File: config.mk
export PLATFORM = sky130hd
export DESIGN_NAME = sram_write_engine_flat
export DESIGN_NICKNAME = d
export VERILOG_FILES = /design/src/sram_port_if.sv /design/src/sram_write_engine.sv /design/src/flat_wrapper.sv
export VERILOG_INCLUDE_DIRS = /design/src
export SDC_FILE = /design/constraint.sdc
export NUM_CORES = 1
export LEC_CHECK = 0
export BUFFER_PORTS_ARGS = -buffer_cell sky130_fd_sc_hd__buf_2
export CORE_UTILIZATION = 25
export CTS_CLUSTER_DIAMETER = 40
export CTS_CLUSTER_SIZE = 30
export DETAILED_ROUTE_END_ITERATION = 8
export GPL_ROUTABILITY_DRIVEN = 0
export PLACE_DENSITY = 0.42
export SYNTH_ARGS = -nofsm -noshare
export SYNTH_HDL_FRONTEND = slang
export SYNTH_SLANG_ARGS = --single-unit
File: constraint.sdc
create_clock -name clk -period 4.35 [get_ports clk]
set_clock_uncertainty 0.15 [all_clocks]
set_input_delay 0.2175 -clock clk [delete_from_list [all_inputs] [get_ports clk]]
set_output_delay 0.2175 -clock clk [all_outputs]
set_load 0.02 [all_outputs]
File: src/sram_dma_cfg.svh
// sram block mover configuration
// widths of the SRAM and endpoint buffer ports, block geometry
`ifndef SRAM_DMA_CFG_SVH
`define SRAM_DMA_CFG_SVH

// SRAM word address and data
`define SRAM_ADDR_W 20
`define SRAM_DATA_W 16

// endpoint buffer byte address
`define BUF_ADDR_W 9

// one block is 256 words, 512 bytes
`define BLOCK_WORDS 256
`define BLOCK_SHIFT 8

`endif

File: src/sram_port_if.sv
// one engine's drive onto the SRAM pins
// the engine side drives address, data and strobes, the bus side returns the pin data
`include "sram_dma_cfg.svh"

interface sram_port_if;

	logic [`SRAM_ADDR_W-1:0] addr;
	logic [`SRAM_DATA_W-1:0] dq_out;
	logic                    dq_oe;
	logic                    oe_n;
	logic                    we_n;
	logic [`SRAM_DATA_W-1:0] dq_in;

	modport engine (output addr, dq_out, dq_oe, oe_n, we_n, input dq_in);

	modport bus (input addr, dq_out, dq_oe, oe_n, we_n, output dq_in);

endinterface

File: src/sram_write_engine.sv
// output endpoint buffer to SRAM mover
// packs byte pairs into words, strobes each into one block,
// then re-arms the buffer and waits out the ack handshake
`include "sram_dma_cfg.svh"

module sram_write_engine (
	input  logic                   clk,
	input  logic                   reset_2,
	input  logic                   start,
	input  logic [`SRAM_ADDR_W-1:0] base_addr,
	output logic                   done,
	output logic [`BUF_ADDR_W-1:0] buf_out_addr,
	input  logic [7:0]             buf_out_q,
	input  logic                   buf_out_hasdata,
	output logic                   buf_out_arm,
	input  logic                   buf_out_arm_ack,
	sram_port_if.engine            sram
);

	localparam int CNT_W = $clog2(`BLOCK_WORDS);

	typedef enum logic [3:0] {
		W_IDLE, W_WAIT_DATA, W_LOAD_HI, W_DELAY, W_LOAD_LO, W_SETUP,
		W_STROBE, W_RELEASE, W_ACK_RISE, W_ACK_FALL, W_TAIL
	} wr_state_e;

	wr_state_e        state;
	logic [CNT_W-1:0] word_cnt;
	logic [2:0]       tail_cnt;
	logic             hasdata_s1, hasdata_s2;
	logic             ack_s1, ack_s2;

	assign sram.oe_n = 1'b1;

	always_ff @(posedge clk) begin
		if (!reset_2) begin
			state        <= W_IDLE;
			word_cnt     <= '0;
			tail_cnt     <= '0;
			buf_out_addr <= '0;
			buf_out_arm  <= 1'b0;
			done         <= 1'b0;
			sram.dq_oe   <= 1'b0;
			sram.we_n    <= 1'b1;
			{hasdata_s2, hasdata_s1} <= 2'b00;
			{ack_s2, ack_s1}         <= 2'b00;
		end else begin
			{hasdata_s2, hasdata_s1} <= {hasdata_s1, buf_out_hasdata};
			{ack_s2, ack_s1}         <= {ack_s1, buf_out_arm_ack};
			buf_out_arm <= 1'b0;
			done        <= 1'b0;
			case (state)
			W_IDLE: begin
				if (start) begin
					word_cnt     <= '0;
					buf_out_addr <= '0;
					state        <= W_WAIT_DATA;
				end
			end
			W_WAIT_DATA: if (hasdata_s2) state <= W_LOAD_HI;
			W_LOAD_HI: begin
				// previous word is written, let go of the bus
				sram.dq_oe   <= 1'b0;
				buf_out_addr <= buf_out_addr + 1'b1;
				state        <= W_DELAY;
			end
			W_DELAY: state <= W_LOAD_LO;
			W_LOAD_LO: begin
				buf_out_addr <= buf_out_addr + 1'b1;
				state        <= W_SETUP;
			end
			W_SETUP: begin
				sram.dq_oe <= 1'b1;
				state      <= W_STROBE;
			end
			W_STROBE: begin
				sram.we_n <= 1'b0;
				state     <= W_RELEASE;
			end
			W_RELEASE: begin
				sram.we_n <= 1'b1;
				word_cnt  <= word_cnt + 1'b1;
				state     <= W_LOAD_HI;
				if (word_cnt == CNT_W'(`BLOCK_WORDS - 1)) begin
					buf_out_arm <= 1'b1;
					state       <= W_ACK_RISE;
				end
			end
			W_ACK_RISE: begin
				sram.dq_oe <= 1'b0;
				if (ack_s2) state <= W_ACK_FALL;
			end
			W_ACK_FALL: begin
				tail_cnt <= '0;
				if (!ack_s2) state <= W_TAIL;
			end
			// settle time after the ack drops
			W_TAIL: begin
				tail_cnt <= tail_cnt + 1'b1;
				if (tail_cnt == 3'd7) begin
					done  <= 1'b1;
					state <= W_IDLE;
				end
			end
			default: state <= W_IDLE;
			endcase
		end
	end

	// word address and data assembly
	always_ff @(posedge clk) begin
		if (state == W_IDLE && start)
			sram.addr <= base_addr;
		else if (state == W_RELEASE)
			sram.addr <= sram.addr + 1'b1;
		if (state == W_LOAD_HI)
			sram.dq_out[`SRAM_DATA_W-1 -: 8] <= buf_out_q;
		if (state == W_LOAD_LO)
			sram.dq_out[7:0] <= buf_out_q;
	end

endmodule

File: src/flat_wrapper.sv
// flat-port wrapper written by rule: the top's interface ports become plain ports
module sram_write_engine_flat 
  (clk, reset_2, start, base_addr, done, buf_out_addr, buf_out_q, buf_out_hasdata, buf_out_arm, buf_out_arm_ack, sram_addr, sram_dq_out, sram_dq_oe, sram_oe_n, sram_we_n, sram_dq_in);
  sram_port_if sram_i ();
  input  logic clk;
  input  logic reset_2;
  input  logic start;
  input  logic [`SRAM_ADDR_W-1:0] base_addr;
  output logic done;
  output logic [`BUF_ADDR_W-1:0] buf_out_addr;
  input  logic [7:0] buf_out_q;
  input  logic buf_out_hasdata;
  output logic buf_out_arm;
  input  logic buf_out_arm_ack;
  output wire logic [$bits(sram_i.addr)-1:0] sram_addr;
  output wire logic [$bits(sram_i.dq_out)-1:0] sram_dq_out;
  output wire logic [$bits(sram_i.dq_oe)-1:0] sram_dq_oe;
  output wire logic [$bits(sram_i.oe_n)-1:0] sram_oe_n;
  output wire logic [$bits(sram_i.we_n)-1:0] sram_we_n;
  input wire logic [$bits(sram_i.dq_in)-1:0] sram_dq_in;
  assign sram_addr = sram_i.addr;
  assign sram_dq_out = sram_i.dq_out;
  assign sram_dq_oe = sram_i.dq_oe;
  assign sram_oe_n = sram_i.oe_n;
  assign sram_we_n = sram_i.we_n;
  assign sram_i.dq_in = sram_dq_in;
  sram_write_engine u_core (.clk(clk), .reset_2(reset_2), .start(start), .base_addr(base_addr), .done(done), .buf_out_addr(buf_out_addr), .buf_out_q(buf_out_q), .buf_out_hasdata(buf_out_hasdata), .buf_out_arm(buf_out_arm), .buf_out_arm_ack(buf_out_arm_ack), .sram(sram_i));
endmodule
==> results.ini <==
[critical_path]
worstPathRequired_ns = 4.05
cp_max_fo = 42
crit_type = reg2reg
reg2regPathDepth = 4
critPathCaptureType = register
cp.arrival_ns = 2.46
cp-start-kind = register

[layout]
fin_util_pct = 34.3
antenna_cells = 0
synthToLayoutAreaGrowth_pct = 32.1
final_common_cell = buf_2
fillers = 1285
final_layout_size_suffix_gt1_share_pct = 25.4
fin_nets = 458
multi_input_area_um2 = 1360
layout_common_cells = buf_2, nor2_1, edfxtp_1
ff_latch_area_um2 = 1720

[synth]
synth.top_cell.area_share_pct = 34.2
yosys_warnings = 0
ys_seq_area_share_pct = 54.5
syn-num-nets = 367
synth_area_um2 = 3160
syn_avg_cell_area_um2 = 10.1
ys.flop_type = edfxtp_1
yosys_register_bits = 68
synthTopCellsByArea = edfxtp_1, dfxtp_1, a21oi_1
synth_cell_types = 43
syn_inst = 313
async_reset_ff_share_pct = 0
synth-edff-count = 36
synth_top_area_cell = edfxtp_1

[global_routing]
grt_max_degree = 43
grt_usage_pct = 11.9
grt_pass1_vias = 2560
grt_antenna_before_repair = 0
grt-ovfl-total = 0
grt_pass1_wl_um = 12100

[cts]
root_buffer = clkbuf_16
clock-sinks = 68
cts_resized = 0
cts_tree = done
cts_buffer_depth = 2
cts.clk_slew.worst_paths_ns = 0.06
clock_latency_ns = 0.33
htreeDepth = 3
numCtsBuffers = 9

[power]
p_per_area_nw_per_um2 = 425
p_total_mw = 1.78
ir_worst_vdd_v = 0.000251
p_leak_nw = 1.60

[sta]
relSlewSlack_pct = 34.3
finalCriticalPeriod_ns = 2.76
hold_violations = 0
fin_crit_sh_pct = 63.5
slew_viol_final = 0
tightest_slew_ns = 0.984
setup_viol = 0
finalSetupTns_ns = 0
rsz0062_at_grt = no
fmax_mhz = 362

[detailed_routing]
drt_wl_total_um = 7310
vias = 2536
wl_per_cell_um = 12.7
drtPass1Iterations = 4
via_per_inst = 4.40
drtIter0Drc = 159
drc = 0
postRouteAntennaNets = 0

[die]
num_rows = 40
die_w_um = 114
dieArea_um2 = 13100
coreArea_um2 = 12200
fp.dieH_um = 114
start_util_pct = 26.0
io_pins = 99

[job]
drv_cap = 0

[outcome]
status = completed

[placed_design]
port_buffers = 81
dpl.hpwl_um = 5010

[hold_path]
min_path_type = in2reg
min_path_cells = 2

synthesized netlist by cell type (all sizes together) (2+ instances only):
master and instances:
a21boi 2, a21oi 32, a31oi 2, and2 10
and3 5, and4 3, buf 9, clkbuf 6
dfxtp 32, edfxtp 36, ha 5, inv 2
mux2 2, mux2i 2, nand2 24, nand2b 7
nand3 15, nand3b 2, nand4 11, nor2 37
nor2b 7, nor3 8, o21a 2, o21ai 9
or3 2, xnor2 11, xor2 17
sequential cells by signal, summed over array words and instances (netlist names):
name / count
u_core.tail_cnt: 3
u_core.hasdata_s1: 1
u_core.sram.addr: 20
u_core.state: 4
u_core.sram.we_n: 1
u_core.buf_out_arm: 1
u_core.hasdata_s2: 1
u_core.done: 1
u_core.ack_s2: 1
u_core.word_cnt: 8
u_core.ack_s1: 1
u_core.buf_out_addr: 9
u_core.sram.dq_oe: 1
u_core.sram.dq_out: 16
final timing paths:
check                                           end  slack [ns]               from
worst max-delay path            u_core.sram.addr[2]        1.59    u_core.state[1]
worst min-delay path            u_core.sram.addr[1]        0.04       base_addr[1]
worst max register to register  u_core.sram.addr[2]        1.59    u_core.state[1]
worst min register to register    u_core.hasdata_s2        0.28  u_core.hasdata_s1
worst max-delay path, stage by stage, from the launching register on:
cell     delay [ns]
dfxtp_1        0.75
nor2_1         0.17
nand3_1        0.12
buf_4          0.39
nand2_1        0.69
cell type report:
type	count	area share (%)
Sequential cell	68	41.2
Multi-Input combinational cell	228	32.6
Timing Repair Buffer	95	12.8
Clock buffer	9	5.39
Tap cell	168	5.03
Clock inverter	7	2.76
Inverter	2	0.180
layer usage:
metal | wire (um) | up-vias | GRT usage, %
met5 | 0 | - | 0
met4 | 71 | 0 | 3.38
met3 | 362 | 6 | 4.39
met2 | 3380 | 57 | 19.9
met1 | 3500 | 1182 | 14.4
li1 | - | 1291 | -
per-stage QoR:
step                hold slack [ns]  std cells  cell area, um^2  worst slack, ns
floorplan                     0.166        313             3160             2.30
global placement              0.256        551             3740             1.49
detailed placement            0.259        551             3740             1.47
CTS                          0.0266        577             4180             1.48
global route                 0.0294        577             4180             1.19
finish                       0.0420        577             4180             1.59
cell families after synthesis:
logic type / Yosys count / synth area share (%)
XOR/XNOR: 28 / 7.76
buffers and inverters: 17 / 2.49
adder cells (fa/ha/maj): 5 / 1.98
multiplexers: 4 / 1.35
other: 1 / 0.119
flip-flops: 68 / 54.5
AND/OR/NAND/NOR: 137 / 22.3
AO/OA/AOI/OAI: 53 / 9.58
timing repair:
item	CTS	global route
hold buffers	10	0
setup buffers	0	0
hold endpoints to repair	18	0
report_power, final:
group / total (mW) / leakage [nW] / switching [mW] / internal, mW
combinational: 0.189 / 0.840 / 0.113 / 0.0758
sequential: 0.755 / 0.592 / 0.0355 / 0.719
clock: 0.832 / 0.165 / 0.274 / 0.558
No activity file was read; power rests on OpenSTA's default activity.
