==> config.mk <==
export PLATFORM = sky130hd
export DESIGN_NAME = sram_read_engine_flat
export DESIGN_NICKNAME = d
export VERILOG_FILES = /design/src/sram_port_if.sv /design/src/sram_read_engine.sv /design/src/flat_wrapper.sv
export VERILOG_INCLUDE_DIRS = /design/src
export SDC_FILE = /design/constraint.sdc
export NUM_CORES = 1
export LEC_CHECK = 0
export BUFFER_PORTS_ARGS = -buffer_cell sky130_fd_sc_hd__buf_2
export CAP_MARGIN = 20
export CORE_ASPECT_RATIO = 1.25
export CORE_MARGIN = 4
export CORE_UTILIZATION = 50
export DETAILED_ROUTE_END_ITERATION = 10
export PLACE_DENSITY = 0.84
export SYNTH_ARGS = -nofsm -noshare
export SYNTH_HDL_FRONTEND = slang
export SYNTH_SLANG_ARGS = --single-unit
==> constraint.sdc <==
create_clock -name clk -period 2.5 [get_ports clk]
set_input_delay 0.25 -clock clk [delete_from_list [all_inputs] [get_ports clk]]
set_output_delay 0.25 -clock clk [all_outputs]
set_load 0.005 [all_outputs]
==> src/sram_dma_cfg.svh <==
// sram block mover configuration
// widths of the SRAM and endpoint buffer ports, block geometry
`ifndef SRAM_DMA_CFG_SVH
`define SRAM_DMA_CFG_SVH

// SRAM word address and data
`define SRAM_ADDR_W 20
`define SRAM_DATA_W 16

// endpoint buffer byte address
`define BUF_ADDR_W 9

// one block is 256 words, 512 bytes
`define BLOCK_WORDS 256
`define BLOCK_SHIFT 8

`endif

==> src/sram_port_if.sv <==
// one engine's drive onto the SRAM pins
// the engine side drives address, data and strobes, the bus side returns the pin data
`include "sram_dma_cfg.svh"

interface sram_port_if;

	logic [`SRAM_ADDR_W-1:0] addr;
	logic [`SRAM_DATA_W-1:0] dq_out;
	logic                    dq_oe;
	logic                    oe_n;
	logic                    we_n;
	logic [`SRAM_DATA_W-1:0] dq_in;

	modport engine (output addr, dq_out, dq_oe, oe_n, we_n, input dq_in);

	modport bus (input addr, dq_out, dq_oe, oe_n, we_n, output dq_in);

endinterface

==> src/sram_read_engine.sv <==
// SRAM to input endpoint buffer mover
// reads one block word by word, writes two bytes per word high first,
// then commits the buffer
`include "sram_dma_cfg.svh"

module sram_read_engine (
	input  logic                   clk,
	input  logic                   reset_2,
	input  logic                   start,
	input  logic [`SRAM_ADDR_W-1:0] base_addr,
	output logic                   done,
	output logic [`BUF_ADDR_W-1:0] buf_in_addr,
	output logic [7:0]             buf_in_data,
	output logic                   buf_in_wren,
	input  logic                   buf_in_ready,
	output logic                   buf_in_commit,
	output logic [9:0]             buf_in_commit_len,
	sram_port_if.engine            sram
);

	localparam int CNT_W = $clog2(`BLOCK_WORDS);

	typedef enum logic [2:0] {
		R_IDLE, R_WAIT, R_SAMPLE, R_WR_HI, R_HI_END, R_LO, R_WR_LO, R_LO_END
	} rd_state_e;

	rd_state_e       state;
	logic [CNT_W-1:0] word_cnt;
	logic            ready_s1, ready_s2;
	logic [7:0]      lo_byte;

	// read side never drives the data bus
	assign sram.dq_out = '0;
	assign sram.dq_oe  = 1'b0;
	assign sram.we_n   = 1'b1;

	assign buf_in_commit_len = 10'(2 * `BLOCK_WORDS);

	always_ff @(posedge clk) begin
		if (!reset_2) begin
			state         <= R_IDLE;
			word_cnt      <= '0;
			buf_in_addr   <= '0;
			buf_in_wren   <= 1'b0;
			buf_in_commit <= 1'b0;
			done          <= 1'b0;
			sram.oe_n     <= 1'b1;
			ready_s1      <= 1'b0;
			ready_s2      <= 1'b0;
		end else begin
			ready_s1      <= buf_in_ready;
			ready_s2      <= ready_s1;
			buf_in_commit <= 1'b0;
			done          <= 1'b0;
			case (state)
			R_IDLE: begin
				if (start) begin
					word_cnt    <= '0;
					buf_in_addr <= '0;
					sram.oe_n   <= 1'b0;
					state       <= R_WAIT;
				end
			end
			// stall here until the buffer has room
			R_WAIT:   if (ready_s2) state <= R_SAMPLE;
			R_SAMPLE: state <= R_WR_HI;
			R_WR_HI: begin
				buf_in_wren <= 1'b1;
				state       <= R_HI_END;
			end
			R_HI_END: begin
				buf_in_wren <= 1'b0;
				state       <= R_LO;
			end
			R_LO: begin
				buf_in_addr <= buf_in_addr + 1'b1;
				state       <= R_WR_LO;
			end
			R_WR_LO: begin
				buf_in_wren <= 1'b1;
				state       <= R_LO_END;
			end
			R_LO_END: begin
				buf_in_wren <= 1'b0;
				buf_in_addr <= buf_in_addr + 1'b1;
				word_cnt    <= word_cnt + 1'b1;
				state       <= R_WAIT;
				if (word_cnt == CNT_W'(`BLOCK_WORDS - 1)) begin
					sram.oe_n     <= 1'b1;
					buf_in_commit <= 1'b1;
					done          <= 1'b1;
					state         <= R_IDLE;
				end
			end
			default: state <= R_IDLE;
			endcase
		end
	end

	// word address and byte data path
	always_ff @(posedge clk) begin
		if (state == R_IDLE && start)
			sram.addr <= base_addr;
		else if (state == R_LO_END)
			sram.addr <= sram.addr + 1'b1;
		if (state == R_SAMPLE) begin
			buf_in_data <= sram.dq_in[`SRAM_DATA_W-1 -: 8];
			lo_byte     <= sram.dq_in[7:0];
		end else if (state == R_LO) begin
			buf_in_data <= lo_byte;
		end
	end

endmodule

==> src/flat_wrapper.sv <==
// flat-port wrapper written by rule: the top's interface ports become plain ports
module sram_read_engine_flat 
  (clk, reset_2, start, base_addr, done, buf_in_addr, buf_in_data, buf_in_wren, buf_in_ready, buf_in_commit, buf_in_commit_len, sram_addr, sram_dq_out, sram_dq_oe, sram_oe_n, sram_we_n, sram_dq_in);
  sram_port_if sram_i ();
  input  logic clk;
  input  logic reset_2;
  input  logic start;
  input  logic [`SRAM_ADDR_W-1:0] base_addr;
  output logic done;
  output logic [`BUF_ADDR_W-1:0] buf_in_addr;
  output logic [7:0] buf_in_data;
  output logic buf_in_wren;
  input  logic buf_in_ready;
  output logic buf_in_commit;
  output logic [9:0] buf_in_commit_len;
  output wire logic [$bits(sram_i.addr)-1:0] sram_addr;
  output wire logic [$bits(sram_i.dq_out)-1:0] sram_dq_out;
  output wire logic [$bits(sram_i.dq_oe)-1:0] sram_dq_oe;
  output wire logic [$bits(sram_i.oe_n)-1:0] sram_oe_n;
  output wire logic [$bits(sram_i.we_n)-1:0] sram_we_n;
  input wire logic [$bits(sram_i.dq_in)-1:0] sram_dq_in;
  assign sram_addr = sram_i.addr;
  assign sram_dq_out = sram_i.dq_out;
  assign sram_dq_oe = sram_i.dq_oe;
  assign sram_oe_n = sram_i.oe_n;
  assign sram_we_n = sram_i.we_n;
  assign sram_i.dq_in = sram_dq_in;
  sram_read_engine u_core (.clk(clk), .reset_2(reset_2), .start(start), .base_addr(base_addr), .done(done), .buf_in_addr(buf_in_addr), .buf_in_data(buf_in_data), .buf_in_wren(buf_in_wren), .buf_in_ready(buf_in_ready), .buf_in_commit(buf_in_commit), .buf_in_commit_len(buf_in_commit_len), .sram(sram_i));
endmodule
==> run_results.csv <==
group,metric,value,unit
logic_synthesis,synth_adder_area_share,1.18,%
sta,period_needed,2.01,ns
placed_design,preCtsSetupSlack,0.510,ns
worst_setup_path,crit_path_top_delay_cell,"dfxtp_1",
layout,stdcell_count,490,
routing,drtAntennaViolNets,0,
cts,cts_resized,0,
cts,hold_buffers,0,
logic_synthesis,ys_seq_elements,61,
logic_synthesis,syn-cell-area,3190,um2
layout,final_util,60.6,%
global_route,grt_max_degree,27,
routing,via_count,2518,
sta,slew-limit-headroom,54.8,%
sta,fin_skew,0.0119,ns
power,powerDensity,618,nW/um2
cts,cts_inserted_buffers,9,
worst_setup_path,path_cells,"and3_1 -> nor2_2 -> inv_2 -> o211a_1 -> nor3_1",
flow_run,cap_violations,0,
sta,fin_ws,0.489,ns
global_route,busiest_layer,"met2",
logic_synthesis,synthMuxAreaShare,4.75,%
power,p_int,0.00172,W
sta,rsz0062_at_grt,"no",
power,p_clk_share,37.9,%
sta,fmax,0.497,GHz
cts,ctsRootBufferMaster,"clkbuf_8",
global_route,grt_pass1_wl,10.9,mm
worst_setup_path,worst_setup_path_start_kind,"flop",
floorplan,start_util,51.7,%
floorplan,design.core.area,6170,um2
routing,drtIter0Drc,205,
cts,clk_path_buf_depth,2,
logic_synthesis,synth_edf_count,36,
logic_synthesis,yosys.area_share.simple,21.1,%
logic_synthesis,synth_compound_area_share,9.35,%
power,p_comb_share,11.1,%
sta,period_share,80.4,%
routing,routedWlPerCell,14.0,um
routing,drc_errors,0,
placed_design,gp_congestion,0.887,
cts,htree_levels,3,
logic_synthesis,postSynth.asyncResetShare,0,%
floorplan,die_h,97.2,um
power,p_switching,0.000585,W
sta,setup_viol,0,
global_route,grt-ovfl-total,0,
worst_setup_path,cp.arrival,2.21,ns
global_route,antenna_found_initial,0,
worst_setup_path,cp-end-kind,"flop",
floorplan,dieArea,7720,um2
global_route,use_met2,31.1,%
logic_synthesis,synth-xor-area-share,3.85,%
worst_setup_path,slowest_delay,0.66,ns
floorplan,die_width,79.4,um
floorplan,row_count,32,
sta,final-hold-violation-count,0,
layout,final_common_cell,"buf_2",
layout,diodes,0,
cts,cts.sinks,61,
logic_synthesis,synth_ff_type,"edfxtp_1",
worst_setup_path,crit_buf_inv,1,
layout,drive_gt1_share,29.4,%
logic_synthesis,synth.avg_cell_area,9.92,um2
sta,drv_slew,0,
cts,clk_pin_slew,0.07,ns
logic_synthesis,syn_inst,321,
cts,post-cts-setup-buffers,0,
global_route,grtUsageTotal,18.0,%
layout,fillers,526,
logic_synthesis,ys_warn_count,0,
cts,clock_latency,0.34,ns
power,swShare,25.4,%
logic_synthesis,synth_top_family_by_area,"simple AND/OR/NAND/NOR gates",
routing,wl,6.84,mm
global_route,use_met3,5.29,%
placed_design,dpl.hpwl,4.99,mm
routing,first_pass_iters,4,
worst_setup_path,critical_path_class,"flop to flop",
layout,final_cell_mix,"80 x buf_2, 36 x nand2_1, 36 x edfxtp_1",
worst_setup_path,crit_family,"flip-flops",
global_route,grt_pass1_vias,2376,
global_route,grt_use_met1,20.3,%
placed_design,dp_cells,474,
run_status,status,"finished, final reports clean",
worst_setup_path,required,2.70,ns
floorplan,io_pins,109,
sta,setup_tns,0,ns
placed_design,io_buffers,80,
power,pwr-share-seq,51.0,%
sta,tightestPinTransition,0.677,ns
cts,cts_tree,"yes",
power,peakVddDrop,269,uV
worst_setup_path,path_max_fanout,23,
logic_synthesis,synth-seq-area-share,49.6,%
worst_setup_path,r2r_slack,0.49,ns
layout,area_growth_syn_to_layout,17.3,%
power,p_leak,1.50,nW
logic_synthesis,synth.distinct_cells,50,
layout,nNetsFinal,443,
routing,drt-vias-per-instance,5.14,
hold_path,hp-class,"input pin to flop",
synthesized netlist by cell type, types with 3 or more instances:
cell type / number / area (um2)
edfxtp_1: 36 / 1080
nand2_1: 36 / 135
buf_4: 29 / 218
dfxtp_1: 25 / 500
nor2_1: 21 / 78.8
nand3_1: 18 / 90.1
a21oi_1: 17 / 85.1
o21ai_0: 17 / 85.1
nand4_1: 12 / 75.1
xnor2_1: 10 / 87.6
mux2_2: 9 / 101
nor3_1: 8 / 40.0
buf_2: 7 / 35.0
inv_1: 6 / 22.5
and3_1: 5 / 31.3
mux2i_1: 5 / 50.1
nor4_1: 5 / 31.3
xor2_1: 4 / 35.0
and2_0: 3 / 18.8
and2_1: 3 / 18.8
clkbuf_1: 3 / 11.3
ha_1: 3 / 37.5
o31ai_1: 3 / 22.5
path summary, 6_finish.rpt:
| kind | cells past startpoint | startpoint | to |
|---|---|---|---|
| min reg2reg | 1 | u_core.ready_s1 | u_core.ready_s2 |
| max | 5 | u_core.state[2] | u_core.word_cnt[3] |
| max reg2reg | 5 | u_core.state[2] | u_core.word_cnt[3] |
| min | 1 | sram_dq_in[1] | u_core.lo_byte[1] |
cells by family after synthesis:
logic type / after synthesis
buf+inv: 49
mux: 14
other cells: 2
simple gates: 128
flops: 61
compound gates: 50
fa+ha+maj: 3
xor+xnor: 14
power groups by stage:
stage	Clock [W]	Sequential (W)	Combinational (W)
2_1_floorplan	0	0.00119	0.000193
3_3_place_gp	0	0.00119	0.000246
3_5_place_dp	0	0.00120	0.000256
4_1_cts	0.000887	0.00118	0.000257
5_1_grt	0.000942	0.00118	0.000290
6_report	0.000874	0.00118	0.000257
layer usage:
metal  share of wire [%]  up-vias
met5                   0        -
met4                 1.7        0
met3                 7.1       10
met2                  52       88
met1                  39     1169
li1                    -     1251
state kept, by name, summed over array words and instances (netlist names), 3 cells and up:
name                count
u_core.sram.addr       20
u_core.state            3
u_core.buf_in_data      8
u_core.buf_in_addr      9
u_core.word_cnt         8
u_core.lo_byte          8
cell type report:
| type | count | area (um2) | share of cell area [%] |
|---|---|---|---|
| Clock buffer | 11 | 141 | 3.78 |
| Clock inverter | 5 | 60.1 | 1.61 |
| Inverter | 7 | 26.3 | 0.703 |
| Multi-Input combinational cell | 237 | 1390 | 37.2 |
| Sequential cell | 61 | 1580 | 42.3 |
| Tap cell | 85 | 106 | 2.85 |
| Timing Repair Buffer | 84 | 430 | 11.5 |
through the flow:
stage | power (W) | area (um2) | hold slack, ns
after global placement | 0.00144 | 3540 | 0.415
after detailed placement | 0.00145 | 3540 | 0.428
final | 0.00231 | 3740 | 0.0832
after floorplan | 0.00138 | 3280 | 0.322
after global routing | 0.00242 | 3740 | 0.0676
after CTS | 0.00232 | 3740 | 0.0696
Power figures use the tool's default switching activity.
